### src/verilog/wi23_defs.sv
package wi23_defs;

   // Datapath sizes
   localparam int REGFILE_WIDTH = 32;
   localparam int OP_WIDTH      = 5;
   localparam int SHAMT_WIDTH   = 5;    // Shift count field of operand B
   localparam int SLBI_SHIFT    = 16;   // SLBI moves A up by a half word

   // ALU operation codes
   // Op[3] & Op[2] selects the inverted A input of the adder, so every
   // code that needs B minus A sits in 011xx
   localparam logic [OP_WIDTH-1:0] OP_ADD     = 5'b00000;
   localparam logic [OP_WIDTH-1:0] OP_XOR     = 5'b00010;
   localparam logic [OP_WIDTH-1:0] OP_ANDN    = 5'b00011;

   // Shift group, low two bits go straight to the shifter
   localparam logic [OP_WIDTH-1:0] OP_ROL     = 5'b00100;
   localparam logic [OP_WIDTH-1:0] OP_SLL     = 5'b00101;
   localparam logic [OP_WIDTH-1:0] OP_ROR     = 5'b00110;
   localparam logic [OP_WIDTH-1:0] OP_SRL     = 5'b00111;

   localparam logic [OP_WIDTH-1:0] OP_PASSA   = 5'b01001;  // Forward A unchanged
   localparam logic [OP_WIDTH-1:0] OP_PASSB   = 5'b01010;  // LBI
   localparam logic [OP_WIDTH-1:0] OP_SLBI    = 5'b01011;

   // Compares and subtract, all use the inverted adder
   localparam logic [OP_WIDTH-1:0] OP_SEQ     = 5'b01100;
   localparam logic [OP_WIDTH-1:0] OP_SLT     = 5'b01101;
   localparam logic [OP_WIDTH-1:0] OP_SLE     = 5'b01110;
   localparam logic [OP_WIDTH-1:0] OP_SUB     = 5'b01111;

   localparam logic [OP_WIDTH-1:0] OP_AND     = 5'b10011;
   localparam logic [OP_WIDTH-1:0] OP_OR      = 5'b10010;

   // Not in the ALU table, ALU flags an error
   localparam logic [OP_WIDTH-1:0] OP_ILLEGAL = 5'b11111;

endpackage

### src/verilog/wi23_isa.sv
package wi23_isa;

   localparam int INSTR_WIDTH = 16;

   // Field positions
   localparam int OPC_HI  = 15;
   localparam int OPC_LO  = 11;
   localparam int IMM5_HI = 4;   // Short immediate in [4:0]
   localparam int IMM8_HI = 7;   // LBI and SLBI immediate in [7:0]
   localparam int FN_HI   = 1;   // Function field in [1:0]

   // Immediate forms
   localparam logic [4:0] OPC_ADDI     = 5'b01000;
   localparam logic [4:0] OPC_SUBI     = 5'b01001;
   localparam logic [4:0] OPC_XORI     = 5'b01010;
   localparam logic [4:0] OPC_ANDNI    = 5'b01011;
   localparam logic [4:0] OPC_ROLI     = 5'b10100;
   localparam logic [4:0] OPC_SLLI     = 5'b10101;
   localparam logic [4:0] OPC_RORI     = 5'b10110;
   localparam logic [4:0] OPC_SRLI     = 5'b10111;

   localparam logic [4:0] OPC_LBI      = 5'b11000;
   localparam logic [4:0] OPC_SLBI     = 5'b10010;

   // Register-register groups
   localparam logic [4:0] OPC_RR_ARITH = 5'b11011;
   localparam logic [4:0] OPC_RR_SHIFT = 5'b11010;
   localparam logic [4:0] OPC_SEQ      = 5'b11100;
   localparam logic [4:0] OPC_SLT      = 5'b11101;
   localparam logic [4:0] OPC_SLE      = 5'b11110;
   localparam logic [4:0] OPC_ULT      = 5'b11111;
   localparam logic [4:0] OPC_ULE      = 5'b00011;
   localparam logic [4:0] OPC_AND_RR   = 5'b00110;
   localparam logic [4:0] OPC_OR_RR    = 5'b00111;

   // Function field, RR_ARITH
   localparam logic [1:0] FN_ADD  = 2'b00;
   localparam logic [1:0] FN_SUB  = 2'b01;
   localparam logic [1:0] FN_XOR  = 2'b10;
   localparam logic [1:0] FN_ANDN = 2'b11;

   // Function field, RR_SHIFT
   localparam logic [1:0] FN_ROL  = 2'b00;
   localparam logic [1:0] FN_SLL  = 2'b01;
   localparam logic [1:0] FN_ROR  = 2'b10;
   localparam logic [1:0] FN_SRL  = 2'b11;

endpackage

### src/verilog/aluCtrlIf.sv
`timescale 1ns/1ps

interface aluCtrlIf
   import wi23_defs::*;
();

   logic [OP_WIDTH-1:0]      op;
   logic                     unsignedOp;   // Unsigned compare or logical right shift
   logic [REGFILE_WIDTH-1:0] imm;          // Already extended
   logic                     useImm;       // B comes from imm, not rt

   modport decoder (
      output op, unsignedOp, imm, useImm
   );

   modport datapath (
      input op, unsignedOp, imm, useImm
   );

endinterface

### src/verilog/shifter.sv
`timescale 1ns/1ps

module shifter
   import wi23_defs::*;
(
   input  logic [REGFILE_WIDTH-1:0] In,
   input  logic [SHAMT_WIDTH-1:0]   Cnt,
   input  logic                     UnsignedOp,
   input  logic [1:0]               Op,
   output logic [REGFILE_WIDTH-1:0] Out
);

   // One mux level per count bit, level i moves by 2**i
   logic [REGFILE_WIDTH-1:0] stage [0:SHAMT_WIDTH];
   logic                     fill;

   assign fill = ~UnsignedOp & In[REGFILE_WIDTH-1];   // Sign bit for arithmetic right
   assign stage[0] = In;

   genvar i;
   generate
      for (i = 0; i < SHAMT_WIDTH; i++) begin : stageGen
         logic [REGFILE_WIDTH-1:0] moved;

         always_comb begin
            case (Op)
               2'd0: moved = {stage[i][REGFILE_WIDTH-(2**i)-1:0],
                              stage[i][REGFILE_WIDTH-1:REGFILE_WIDTH-(2**i)]};  // Rotate left
               2'd1: moved = {stage[i][REGFILE_WIDTH-(2**i)-1:0], {(2**i){1'b0}}};
               2'd2: moved = {stage[i][(2**i)-1:0], stage[i][REGFILE_WIDTH-1:2**i]};
               default: moved = {{(2**i){fill}}, stage[i][REGFILE_WIDTH-1:2**i]};
            endcase
         end

         assign stage[i+1] = Cnt[i] ? moved : stage[i];
      end
   endgenerate

   assign Out = stage[SHAMT_WIDTH];

endmodule

### src/verilog/alu.sv
`timescale 1ns/1ps

module alu
   import wi23_defs::*;
(
   // Operands and control
   input  logic [REGFILE_WIDTH-1:0] A,
   input  logic [REGFILE_WIDTH-1:0] B,
   input  logic [OP_WIDTH-1:0]      Op,
   input  logic                     UnsignedOp,

   // Result
   output logic [REGFILE_WIDTH-1:0] Out,
   output logic                     alu_err
);

   logic [REGFILE_WIDTH-1:0] aInv;
   logic [REGFILE_WIDTH-1:0] sum;
   logic [REGFILE_WIDTH-1:0] shiftOut;
   logic                     invA;
   logic                     ofl;
   logic                     isEq;
   logic                     isLe;
   logic                     isLt;
   logic                     uLt;
   logic                     uLe;

   // Codes 011xx take B minus A through ~A + 1
   assign invA = Op[3] & Op[2];
   assign aInv = A ^ {REGFILE_WIDTH{invA}};
   assign sum  = aInv + B + {{(REGFILE_WIDTH-1){1'b0}}, invA};

   shifter shift0 (
      .In         (A),
      .Cnt        (B[SHAMT_WIDTH-1:0]),
      .UnsignedOp (UnsignedOp),
      .Op         (Op[1:0]),
      .Out        (shiftOut)
   );

   // Signed overflow of the adder
   assign ofl = (sum[REGFILE_WIDTH-1] & ~aInv[REGFILE_WIDTH-1] & ~B[REGFILE_WIDTH-1]) |
                (~sum[REGFILE_WIDTH-1] & aInv[REGFILE_WIDTH-1] & B[REGFILE_WIDTH-1]);

   assign isEq = ~|sum;
   assign isLe = ~sum[REGFILE_WIDTH-1] ^ ofl;   // B - A not negative
   assign isLt = isLe & ~isEq;

   assign uLt = A < B;
   assign uLe = uLt | (A == B);

   always_comb begin
      Out     = '0;
      alu_err = 1'b0;
      case (Op)
         OP_ADD, OP_SUB: Out = sum;
         OP_XOR:         Out = A ^ B;
         OP_ANDN:        Out = A & ~B;
         OP_ROL, OP_SLL, OP_ROR, OP_SRL: Out = shiftOut;
         OP_PASSA:       Out = A;
         OP_PASSB:       Out = B;                   // LBI
         OP_SLBI:        Out = (A << SLBI_SHIFT) | B;
         OP_SEQ:         Out[0] = isEq;
         OP_SLT:         Out[0] = UnsignedOp ? uLt : isLt;
         OP_SLE:         Out[0] = UnsignedOp ? uLe : isLe;
         OP_AND:         Out = A & B;
         OP_OR:          Out = A | B;
         default:        alu_err = 1'b1;            // Out stays zero
      endcase
   end

endmodule

### src/verilog/aluDecode.sv
`timescale 1ns/1ps

module aluDecode
   import wi23_defs::*;
   import wi23_isa::*;
(
   input  logic [INSTR_WIDTH-1:0] instr,
   aluCtrlIf.decoder              ctl
);

   logic [OPC_HI-OPC_LO:0]   opcode;
   logic [FN_HI:0]           fn;
   logic [REGFILE_WIDTH-1:0] immS5;
   logic [REGFILE_WIDTH-1:0] immZ5;
   logic [REGFILE_WIDTH-1:0] immS8;
   logic [REGFILE_WIDTH-1:0] immZ8;

   assign opcode = instr[OPC_HI:OPC_LO];
   assign fn     = instr[FN_HI:0];

   // Extended immediates
   assign immS5 = {{(REGFILE_WIDTH-IMM5_HI-1){instr[IMM5_HI]}}, instr[IMM5_HI:0]};
   assign immZ5 = {{(REGFILE_WIDTH-IMM5_HI-1){1'b0}}, instr[IMM5_HI:0]};
   assign immS8 = {{(REGFILE_WIDTH-IMM8_HI-1){instr[IMM8_HI]}}, instr[IMM8_HI:0]};
   assign immZ8 = {{(REGFILE_WIDTH-IMM8_HI-1){1'b0}}, instr[IMM8_HI:0]};

   always_comb begin
      ctl.op = OP_ILLEGAL;   // Anything not listed
      case (opcode)
         OPC_ADDI:   ctl.op = OP_ADD;
         OPC_SUBI:   ctl.op = OP_SUB;
         OPC_XORI:   ctl.op = OP_XOR;
         OPC_ANDNI:  ctl.op = OP_ANDN;
         OPC_ROLI:   ctl.op = OP_ROL;
         OPC_SLLI:   ctl.op = OP_SLL;
         OPC_RORI:   ctl.op = OP_ROR;
         OPC_SRLI:   ctl.op = OP_SRL;
         OPC_LBI:    ctl.op = OP_PASSB;
         OPC_SLBI:   ctl.op = OP_SLBI;
         OPC_SEQ:    ctl.op = OP_SEQ;
         OPC_SLT, OPC_ULT: ctl.op = OP_SLT;
         OPC_SLE, OPC_ULE: ctl.op = OP_SLE;
         OPC_AND_RR: ctl.op = OP_AND;
         OPC_OR_RR:  ctl.op = OP_OR;
         OPC_RR_ARITH: begin
            case (fn)
               FN_ADD:  ctl.op = OP_ADD;
               FN_SUB:  ctl.op = OP_SUB;
               FN_XOR:  ctl.op = OP_XOR;
               FN_ANDN: ctl.op = OP_ANDN;
            endcase
         end
         OPC_RR_SHIFT: begin
            case (fn)
               FN_ROL:  ctl.op = OP_ROL;
               FN_SLL:  ctl.op = OP_SLL;
               FN_ROR:  ctl.op = OP_ROR;
               FN_SRL:  ctl.op = OP_SRL;
            endcase
         end
         default: ;
      endcase
   end

   always_comb begin
      case (opcode)
         OPC_ADDI, OPC_SUBI: ctl.imm = immS5;
         OPC_LBI:            ctl.imm = immS8;
         OPC_SLBI:           ctl.imm = immZ8;
         default:            ctl.imm = immZ5;   // Logical and shift forms
      endcase
   end

   assign ctl.useImm = opcode inside {OPC_ADDI, OPC_SUBI, OPC_XORI, OPC_ANDNI, OPC_ROLI,
                                      OPC_SLLI, OPC_RORI, OPC_SRLI, OPC_LBI, OPC_SLBI};

   assign ctl.unsignedOp = (opcode inside {OPC_ULT, OPC_ULE, OPC_SRLI}) ||
                           (opcode == OPC_RR_SHIFT && fn == FN_SRL);

endmodule

### src/verilog/execUnit.sv
`timescale 1ns/1ps

module execUnit
   import wi23_defs::*;
   import wi23_isa::*;
(
   input  logic                     clk,
   input  logic                     rst,
   input  logic                     req,
   output logic                     ack,
   input  logic [INSTR_WIDTH-1:0]   instr,
   input  logic [REGFILE_WIDTH-1:0] rsVal,
   input  logic [REGFILE_WIDTH-1:0] rtVal,
   output logic [REGFILE_WIDTH-1:0] result,
   output logic                     err
);

   logic [INSTR_WIDTH-1:0]   instrQ;
   logic [REGFILE_WIDTH-1:0] rsQ;
   logic [REGFILE_WIDTH-1:0] rtQ;
   logic [REGFILE_WIDTH-1:0] opB;
   logic [REGFILE_WIDTH-1:0] aluOut;
   logic                     aluErr;
   logic                     busy;      // Request captured, result due next edge
   logic                     capture;

   aluCtrlIf ctlIf ();

   aluDecode decode0 (
      .instr (instrQ),
      .ctl   (ctlIf.decoder)
   );

   // Datapath side of the control bundle
   assign opB = ctlIf.useImm ? ctlIf.imm : rtQ;

   alu alu0 (
      .A          (rsQ),
      .B          (opB),
      .Op         (ctlIf.op),
      .UnsignedOp (ctlIf.unsignedOp),
      .Out        (aluOut),
      .alu_err    (aluErr)
   );

   assign capture = req && !ack && !busy;

   always_ff @(posedge clk) begin
      if (capture) begin
         instrQ <= instr;
         rsQ    <= rsVal;
         rtQ    <= rtVal;
      end
   end

   always_ff @(posedge clk) begin
      if (rst) begin
         busy   <= 1'b0;
         ack    <= 1'b0;
         result <= '0;
         err    <= 1'b0;
      end else if (capture) begin
         busy <= 1'b1;
      end else if (busy) begin
         busy   <= 1'b0;
         ack    <= 1'b1;           // Held until req drops
         result <= aluOut;
         err    <= aluErr;
      end else if (ack && !req) begin
         ack <= 1'b0;
      end
   end

endmodule

### config.mk
export PLATFORM = sky130hd
export DESIGN_NAME = execUnit
export DESIGN_NICKNAME = d
export VERILOG_FILES = /design/src/verilog/wi23_defs.sv /design/src/verilog/wi23_isa.sv /design/src/verilog/aluCtrlIf.sv /design/src/verilog/shifter.sv /design/src/verilog/alu.sv /design/src/verilog/aluDecode.sv /design/src/verilog/execUnit.sv
export SDC_FILE = /design/constraint.sdc
export NUM_CORES = 1
export LEC_CHECK = 0
export BUFFER_PORTS_ARGS = -buffer_cell sky130_fd_sc_hd__buf_2
export CAP_MARGIN = 20
export CORE_ASPECT_RATIO = 2
export CORE_MARGIN = 8
export CORE_UTILIZATION = 35
export DETAILED_ROUTE_END_ITERATION = 7
export GPL_TIMING_DRIVEN = 0
export PLACE_DENSITY = 0.59
export SLEW_MARGIN = 20
export SYNTH_ARGS = -nofsm -noshare
export SYNTH_HDL_FRONTEND = slang
export SYNTH_SLANG_ARGS = --single-unit
### constraint.sdc
create_clock -name clk -period 10.2 [get_ports clk]
set_clock_uncertainty 0.1 [all_clocks]
set_input_delay 1.02 -clock clk [delete_from_list [all_inputs] [get_ports clk]]
set_output_delay 1.02 -clock clk [all_outputs]
set_load 0.01 [all_outputs]
==> impl_metrics.yaml, run 1 <==
sta:
  hold_violations: 0
  fin_ws_ns: 0.634
  fin_crit_ns: 9.57
  final_max_slew_viol_count: 0
  slew_headroom_pct: 17.5
  setup_violations: 0
  max_freq_mhz: 105
  timing.setup.tns_ns: 0
  grt_setup_unrepaired: "no"
  worst_pin_slew_ns: 1.24
  fin_crit_sh_pct: 93.8
synthesis:
  synth_most_common_cell: "nand2_1"
  synthTopCellsByArea: "edfxtp_1, ha_1, dfxtp_1"
  netlist_area_um2: 13900
  synth_seq_area_share_pct: 21.6
  ys.flop_type: "edfxtp_1"
  synthArstFlopShare_pct: 0
  synth_top_area_cell: "edfxtp_1"
  synth_top_area_share_pct: 16.6
  yosys_warnings: 0
  synth_cells: 1755
  syn-num-nets: 1967
  synth_common_cells: "nand2_1, ha_1, a21oi_1"
  yosysUniqueCellTypes: 111
  synth-edff-count: 77
  yosys_register_bits: 112
  avgSynthCellArea_um2: 7.94
critical_path:
  r2r_cells: 31
  r2r_start: "instrQ[11]"
  crit_start: "instrQ[11]"
  slowest_stage: "nand3_1"
  slowest_delay_ns: 0.69
  cp_common_cell: "clkbuf_1"
  criticalPathCategory: "flip-flop to flip-flop"
  crit_required_ns: 10.40
  arrival_ns: 9.77
  startpoint_type: "flip-flop"
  r2r-end: "result[0]"
  r2r_slack_ns: 0.63
  setup.worst_path.end: "result[0]"
  cp_max_fo: 10
  cp-end-kind: "flip-flop"
pwr:
  vdd_drop_max_uv: 152
  sw_frac_of_total_pct: 52.5
  p_int_mw: 1.20
  leakage_nw: 6.14
  power_density_nw_per_um2: 162
  clkPwrFrac_pct: 16.9
  switchingPower_mw: 1.33
  pwr-share-seq_pct: 22.2
  p_comb_share_pct: 60.8
placed_design:
  portBuffers: 113
  dpl.hpwl_mm: 73.1
  gp_congestion: 1.07
  dpl_worst_slack_ns: 0.634
  place_area_um2: 15300
  place_inst: 2403
detailed_routing:
  via_per_inst: 6.75
  drcViolationCount: 0
  routedWlPerCell_um: 38.3
  drt_iter0_drc: 1402
  wl_mm: 92.7
  dr_total_vias: 16400
  first_pass_iters: 6
  ant_nets: 0
clock_tree:
  clk_pin_slew_ns: 0.08
  ctsHtreeMaxLevel: 3
  post_cts_buffers: 0
  cts_buffers: 9
  cts_tree: "yes"
  ctsHoldBuffers: 0
  clk_latency_ns: 0.41
  clkSinkCount: 112
  cts_buffer_depth: 2
  cts_resized: 0
  clock-root-buffer: "clkbuf_16"
finish:
  final_cells: 2424
  fin_nets: 2105
  syn_to_final_growth_pct: 12.3
  fillers: 4243
  drive_gt1_share_pct: 14.7
  utilization_pct: 39.7
  design_area_um2: 15700
global_routing:
  antenna_found_initial: 4
  grt_start_max_net_pins: 22
  grt_usage_pct: 39.4
  grt_pass1_wl_mm: 128
  first_global_vias: 16300
  gr-total-overflow: 0
floorplan:
  die_h_um: 298
  num_rows: 103
  io_pins: 117
  core_area_um2: 39400
  die_area_um2: 46900
  floorplan.initialDensity_pct: 35.3
  die_w_um: 157
status:
  outcome: "completed"
hold_path:
  hp-class: "flip-flop to flip-flop"
run:
  maxCapViolCount: 0
power groups by stage:
stage | clock network (mW) | registers, mW | logic, mW
after floorplan | 0 | 0.546 | 0.907
after global placement | 0 | 0.575 | 1.47
after detailed placement | 0 | 0.569 | 1.47
after CTS | 0.436 | 0.559 | 1.47
after global routing | 0.444 | 0.563 | 1.61
final | 0.429 | 0.563 | 1.54
placed cells by master, fill, tap and decap left out, types with 23 or more instances in the layout:
cell type	synthesis	routed
a211oi_1	23	23
a21oi_1	117	117
a221oi_1	40	39
a22oi_1	24	24
a31oi_1	31	28
buf_2	35	148
buf_4	13	26
clkbuf_1	61	61
dfxtp_1	35	35
edfxtp_1	77	77
ha_1	127	127
inv_1	98	98
nand2_1	159	159
nand3_1	93	93
nor2_1	111	111
nor3_1	52	51
o211ai_1	48	48
o21a_1	38	38
o21ai_0	98	96
o21ai_1	38	40
xnor2_1	49	49
worst min-delay path by stage:
stage	depth (start not counted)	endpoint	start	slack [ns]
after CTS	2	result[0]	result[0]	0.34
after global placement	2	result[0]	result[0]	0.33
after global routing	2	result[0]	result[0]	0.38
final	2	result[0]	result[0]	0.34
after detailed placement	2	result[0]	result[0]	0.33
after floorplan	2	result[0]	result[0]	0.36
kinds of logic (layout without fill, tap and decap cells):
| kind of cell | Yosys count | after routing | share of synthesized area [%] |
|---|---|---|---|
| AO/OA/AOI/OAI | 672 | 672 | 35.2 |
| AND/OR/NAND/NOR | 524 | 524 | 18.0 |
| buffers and inverters | 234 | 377 | 7.68 |
| adder cells (fa/ha/maj) | 129 | 129 | 11.7 |
| flip-flops | 112 | 112 | 21.6 |
| XOR/XNOR | 59 | 59 | 3.71 |
| multiplexers | 25 | 25 | 2.06 |
| other | 0 | 1 | 0 |
registers in the layout, indices dropped and copies added (netlist names):
register and count:
instrQ 13, err 1, rsQ 32, busy 1, rtQ 32, result 32, ack 1
layer usage:
metal	vias to the layer above	global-route usage [%]	share of wire [%]
met5	-	0	0.031
met4	4	41.7	13
met3	433	8.47	7.0
met2	1079	66.4	48
met1	7878	37.5	32
li1	6961	-	-
critical path: cells and delay by family (launching register included):
| family | cells | cell delay [ns] |
|---|---|---|
| fa+ha+maj | 2 | 0.81 |
| simple gates | 11 | 3.05 |
| buf+inv | 7 | 2.22 |
| flops | 1 | 0.40 |
| compound gates | 11 | 2.85 |
final cells by class:
class	count	area (um2)	area share (%)
sequential	112	3010	19.2
tap	525	657	4.20
clock inverter	7	120	0.767
timing repair buffer	127	668	4.27
multi-input combinational	1409	9900	63.2
buffer	131	682	4.36
inverter	103	389	2.49
antenna	1	2.50	0.0160
clock buffer	9	225	1.44
metrics by stage:
| stage | power (mW) | hold WS, ns |
|---|---|---|
| 2_1_floorplan | 1.45 | 0.363 |
| 3_3_place_gp | 2.04 | 0.331 |
| 3_5_place_dp | 2.04 | 0.330 |
| 4_1_cts | 2.47 | 0.342 |
| 5_1_grt | 2.61 | 0.376 |
| 6_report | 2.53 | 0.339 |
Note: power is estimated with default switching activity, not from simulation.
==> run 2, diff against run 1 <==
--- a/config.mk
+++ b/config.mk
@@ -8,7 +8,6 @@
 export BUFFER_PORTS_ARGS = -buffer_cell sky130_fd_sc_hd__buf_2
 export CAP_MARGIN = 20
 export CORE_ASPECT_RATIO = 2
-export CORE_MARGIN = 8
 export CORE_UTILIZATION = 35
 export DETAILED_ROUTE_END_ITERATION = 7
 export GPL_TIMING_DRIVEN = 0
==> constraint.sdc (replaced) <==
create_clock -name clk -period 10.87 [get_ports clk]
set_clock_uncertainty 0.1 [all_clocks]
set_input_delay 1.087 -clock clk [delete_from_list [all_inputs] [get_ports clk]]
set_output_delay 1.087 -clock clk [all_outputs]
set_load 0.01 [all_outputs]
==> run 2 against run 1 <==
First-iteration DRC count rose by 24%. Critical path type unchanged. Sequential power fell by 6.6%. Count of clock-buffer cells in the layout did not move. Via count rose by 2.2%. Largest cell class unchanged.
==> impl_metrics.yaml, run 2 (synthesis gave the netlist of run 1 again) <==
status:
  outcome: "completed"
clock_tree:
  cts_tree: "yes"
  ctsHtreeMaxLevel: 3
  clk_latency_ns: 0.42
  clk_pin_slew_ns: 0.08
  cts_resized: 0
  clkSinkCount: 112
  clock-root-buffer: "clkbuf_16"
  ctsHoldBuffers: 0
  post_cts_buffers: 0
  cts_buffers: 9
  cts_buffer_depth: 2
sta:
  final_max_slew_viol_count: 0
  grt_setup_unrepaired: "no"
  worst_pin_slew_ns: 1.22
  max_freq_mhz: 104
  fin_crit_ns: 9.63
  slew_headroom_pct: 17.7
  hold_violations: 0
  timing.setup.tns_ns: 0
  setup_violations: 0
  fin_crit_sh_pct: 88.6
detailed_routing:
  drcViolationCount: 0
  drt_iter0_drc: 1740
  via_per_inst: 6.89
  first_pass_iters: 6
  wl_mm: 92.1
  ant_nets: 0
  dr_total_vias: 16700
  routedWlPerCell_um: 38.0
pwr:
  sw_frac_of_total_pct: 53.6
  switchingPower_mw: 1.28
  p_int_mw: 1.11
  power_density_nw_per_um2: 152
  p_comb_share_pct: 62.2
  pwr-share-seq_pct: 22.0
  clkPwrFrac_pct: 15.8
  leakage_nw: 6.14
  vdd_drop_max_uv: 109
  p_total_mw: 2.39
finish:
  top_regs: "result x32, rsQ x32, rtQ x32"
  fillers: 4104
  final_common_cell: "nand2_1"
  syn_to_final_growth_pct: 12.4
  mostFrequentLayoutCells: "nand2_1, buf_2, ha_1"
  utilization_pct: 39.9
  drive_gt1_share_pct: 15.1
  fin_nets: 2105
global_routing:
  grt_usage_pct: 46.2
  gr-total-overflow: 0
  grt_pass1_wl_mm: 128
  antenna_found_initial: 7
  grt_start_max_net_pins: 21
  first_global_vias: 16700
critical_path:
  slowest_delay_ns: 0.65
  cp_top_family: "simple AND/OR/NAND/NOR gates"
  criticalPathCategory: "flip-flop to flip-flop"
  cp_max_fo: 10
  crit_buf_inv: 6
  r2r-end: "result[0]"
  cp-end-kind: "flip-flop"
  arrival_ns: 9.81
  startpoint_type: "flip-flop"
  crit_required_ns: 11.05
  slowest_stage: "clkbuf_1"
  r2r_slack_ns: 1.24
  r2r_cells: 30
  r2r_start: "instrQ[11]"
floorplan:
  die_area_um2: 40700
  floorplan.initialDensity_pct: 35.5
  io_pins: 117
  die_w_um: 143
  num_rows: 103
  core_area_um2: 39300
  die_h_um: 284
hold_path:
  hp-class: "flip-flop to flip-flop"
  hold-path-cell-count: 2
  hp-start: "result[0]"
  hold_path_end: "result[0]"
run:
  maxCapViolCount: 0
placed_design:
  gp_congestion: 1.05
  portBuffers: 113
  dpl.hpwl_mm: 72.8
[run 2: how the worst max path moves through the flow]
stage | from | end | slack [ns] | depth (start not counted)
final | instrQ[11] | result[0] | 1.24 | 30
after global routing | instrQ[11] | result[0] | 0.92 | 30
after CTS | instrQ[13] | result[0] | 1.30 | 30
after detailed placement | instrQ[13] | result[0] | 1.33 | 30
after global placement | req | rtQ[2] | 1.03 | 2
after floorplan | req | instrQ[0] | 3.48 | 1
[run 2: layout make-up]
cell class | instances | area (um2) | share of cell area [%]
Sequential cell | 112 | 3010 | 19.2
Antenna cell | 3 | 7.51 | 0.0479
Multi-Input combinational cell | 1409 | 9930 | 63.4
Clock buffer | 9 | 225 | 1.44
Buffer | 131 | 683 | 4.36
Clock inverter | 7 | 88.8 | 0.567
Tap cell | 525 | 657 | 4.19
Inverter | 103 | 389 | 2.48
Timing Repair Buffer | 127 | 677 | 4.32
[run 2: layer usage]
metal / wire length, um / share of wire (%) / GRT usage, %
met5: 56 / 0.061 / 0
met4: 12200 / 13 / 52.2
met3: 7580 / 8.2 / 14.5
met2: 44100 / 48 / 76.3
met1: 28200 / 31 / 41.6
[run 2: power by group through the flow]
stage	clock (mW)	combinational, mW	sequential (mW)
finish	0.376	1.48	0.526
global route	0.391	1.53	0.526
floorplan	0	0.851	0.513
CTS	0.384	1.39	0.523
detailed placement	0	1.39	0.532
global placement	0	1.39	0.538
[run 2: tightest hold or removal path: stages (launching register included)]
cell,delay (ns)
dfxtp_1,0.32
nand2_1,0.05
nand2_1,0.04
[run 2: stage by stage]
step	area, um2	cells	setup WS [ns]	hold slack, ns
2_1_floorplan	13900	1755	3.48	0.363
3_3_place_gp	15200	2393	1.03	0.326
3_5_place_dp	15300	2404	1.33	0.329
4_1_cts	15600	2420	1.30	0.341
5_1_grt	15700	2423	0.915	0.390
6_report	15700	2426	1.24	0.341
==> run 3, diff against run 2 <==
--- a/config.mk
+++ b/config.mk
@@ -5,7 +5,7 @@
 export SDC_FILE = /design/constraint.sdc
 export NUM_CORES = 1
 export LEC_CHECK = 0
-export BUFFER_PORTS_ARGS = -buffer_cell sky130_fd_sc_hd__buf_2
+export BUFFER_PORTS_ARGS = -buffer_cell sky130_fd_sc_hd__clkbuf_2
 export CAP_MARGIN = 20
 export CORE_ASPECT_RATIO = 2
 export CORE_UTILIZATION = 35
==> run 3 against run 2 <==
Maximum frequency increased by 0.19%. Register-to-register slack gained 0.02 ns. Final area fell by 0.45%. First-iteration DRC count shrank 0.23%. Via count shrank 1.8%. Count of clock-buffer cells in the layout up 1. Global-route usage shrank 2.1 points. Combinational power is 3% lower.
==> impl_metrics.yaml, run 3 (synthesis gave the netlist of run 1 again) <==
status:
  outcome: "completed"
pwr:
  power_density_nw_per_um2: 148
  p_int_mw: 1.08
  vdd_drop_max_uv: 135
  clkPwrFrac_pct: 15.1
  pwr-share-seq_pct: 22.7
  p_total_mw: 2.31
  p_comb_share_pct: 62.2
  sw_frac_of_total_pct: 53.3
  switchingPower_mw: 1.23
  leakage_nw: 6.10
placed_design:
  portBuffers: 113
  place_inst: 2403
  dpl.hpwl_mm: 69.0
  dpl_worst_slack_ns: 1.79
  gp_congestion: 1.08
finish:
  utilization_pct: 39.7
  drive_gt1_share_pct: 14.8
  syn_to_final_growth_pct: 11.9
  mostFrequentLayoutCells: "nand2_1, ha_1, a21oi_1"
  top_regs: "result x32, rsQ x32, rtQ x32"
  final_cells: 2424
  final_common_cell: "nand2_1"
  fin_nets: 2104
clock_tree:
  cts_buffers: 9
  clk_latency_ns: 0.41
  cts_tree: "yes"
  clock-root-buffer: "clkbuf_16"
  post_cts_buffers: 0
  ctsHtreeMaxLevel: 3
  clk_pin_slew_ns: 0.08
  clkSinkCount: 112
  cts_buffer_depth: 2
  ctsHoldBuffers: 0
  cts_resized: 0
floorplan:
  core_area_um2: 39300
  num_rows: 103
  floorplan.initialDensity_pct: 35.5
  die_w_um: 143
  io_pins: 117
  die_area_um2: 40700
  die_h_um: 284
critical_path:
  crit_required_ns: 11.03
  arrival_ns: 9.78
  slowest_delay_ns: 0.89
  cp_max_fo: 10
  criticalPathCategory: "flip-flop to flip-flop"
  slowest_stage: "o311ai_1"
  r2r_start: "instrQ[11]"
  crit_start: "instrQ[11]"
  cp-end-kind: "flip-flop"
  startpoint_type: "flip-flop"
sta:
  fin_crit_ns: 9.62
  timing.setup.tns_ns: 0
  final_max_slew_viol_count: 0
  worst_pin_slew_ns: 1.25
  grt_setup_unrepaired: "no"
  max_freq_mhz: 104
  fin_ws_ns: 1.25
  fin_crit_sh_pct: 88.5
  hold_violations: 0
  slew_headroom_pct: 16.4
  setup_violations: 0
detailed_routing:
  drt_iter0_drc: 1736
  ant_nets: 0
  drcViolationCount: 0
  wl_mm: 87.6
  routedWlPerCell_um: 36.1
  via_per_inst: 6.77
  first_pass_iters: 6
  dr_total_vias: 16400
hold_path:
  hp-start: "result[0]"
  hp-class: "flip-flop to flip-flop"
global_routing:
  grt_start_max_net_pins: 20
  grt_pass1_wl_mm: 123
  antenna_found_initial: 7
  grt_usage_pct: 44.1
  gr-total-overflow: 0
  first_global_vias: 16300
run:
  maxCapViolCount: 0
## run 3: cell types whose count changed in the layout (fill, tap and decap cells not counted), sizes merged
| cell | before | now |
|---|---|---|
| buf | 196 | 83 |
| clkbuf | 71 | 184 |
| clkinv | 6 | 3 |
| inv | 103 | 105 |
| bufinv | 1 | 0 |
| clkinvlp | 0 | 1 |
| diode | 3 | 2 |
## run 3: final cells by class
class | instances | area [um2]
Buffer | 131 | 683
Tap cell | 525 | 657
Clock buffer | 10 | 229
Timing Repair Buffer | 126 | 662
Inverter | 103 | 389
Fill cell | 4145 | 23700
Multi-Input combinational cell | 1409 | 9910
Sequential cell | 112 | 3010
Clock inverter | 6 | 50.0
Antenna cell | 2 | 5.00
## run 3: worst max-delay path, delay by kind of cell (launching register included)
| family | cells | cell delay [ns] |
|---|---|---|
| AOI/OAI and AO/OA | 11 | 3.37 |
| and+or+nand+nor | 11 | 2.83 |
| buffers and inverters | 5 | 1.77 |
| adders and majority gates | 2 | 0.99 |
| DFF | 1 | 0.39 |
## run 3: metal layers
layer  share of wire, %  global-route usage, %  vias up
met2                 47                   71.4     1092
met5               0.15                   1.63        -
met4                 14                   50.1       12
met1                 31                   40.5     7801
met3                8.3                   14.1      536
li1                   -                      -     6976
## run 3: metrics by stage
stage	hold slack, ns	area (um2)
CTS	0.345	15500
global route	0.368	15600
floorplan	0.363	13900
detailed placement	0.333	15300
finish	0.348	15600
global placement	0.334	15200
## run 3: power groups by stage
stage / combinational, mW / sequential (mW) / clock [mW]
2_1_floorplan: 0.851 / 0.513 / 0
3_3_place_gp: 1.36 / 0.537 / 0
3_5_place_dp: 1.36 / 0.531 / 0
4_1_cts: 1.37 / 0.522 / 0.354
5_1_grt: 1.50 / 0.526 / 0.363
6_report: 1.44 / 0.526 / 0.349
## run 3: worst paths after layout
kind          endpoint  slack (ns)  cells after the start
min reg2reg  result[0]        0.35                      2
max reg2reg  result[0]        1.25                     29
max          result[0]        1.25                     29
min          result[0]        0.35                      2
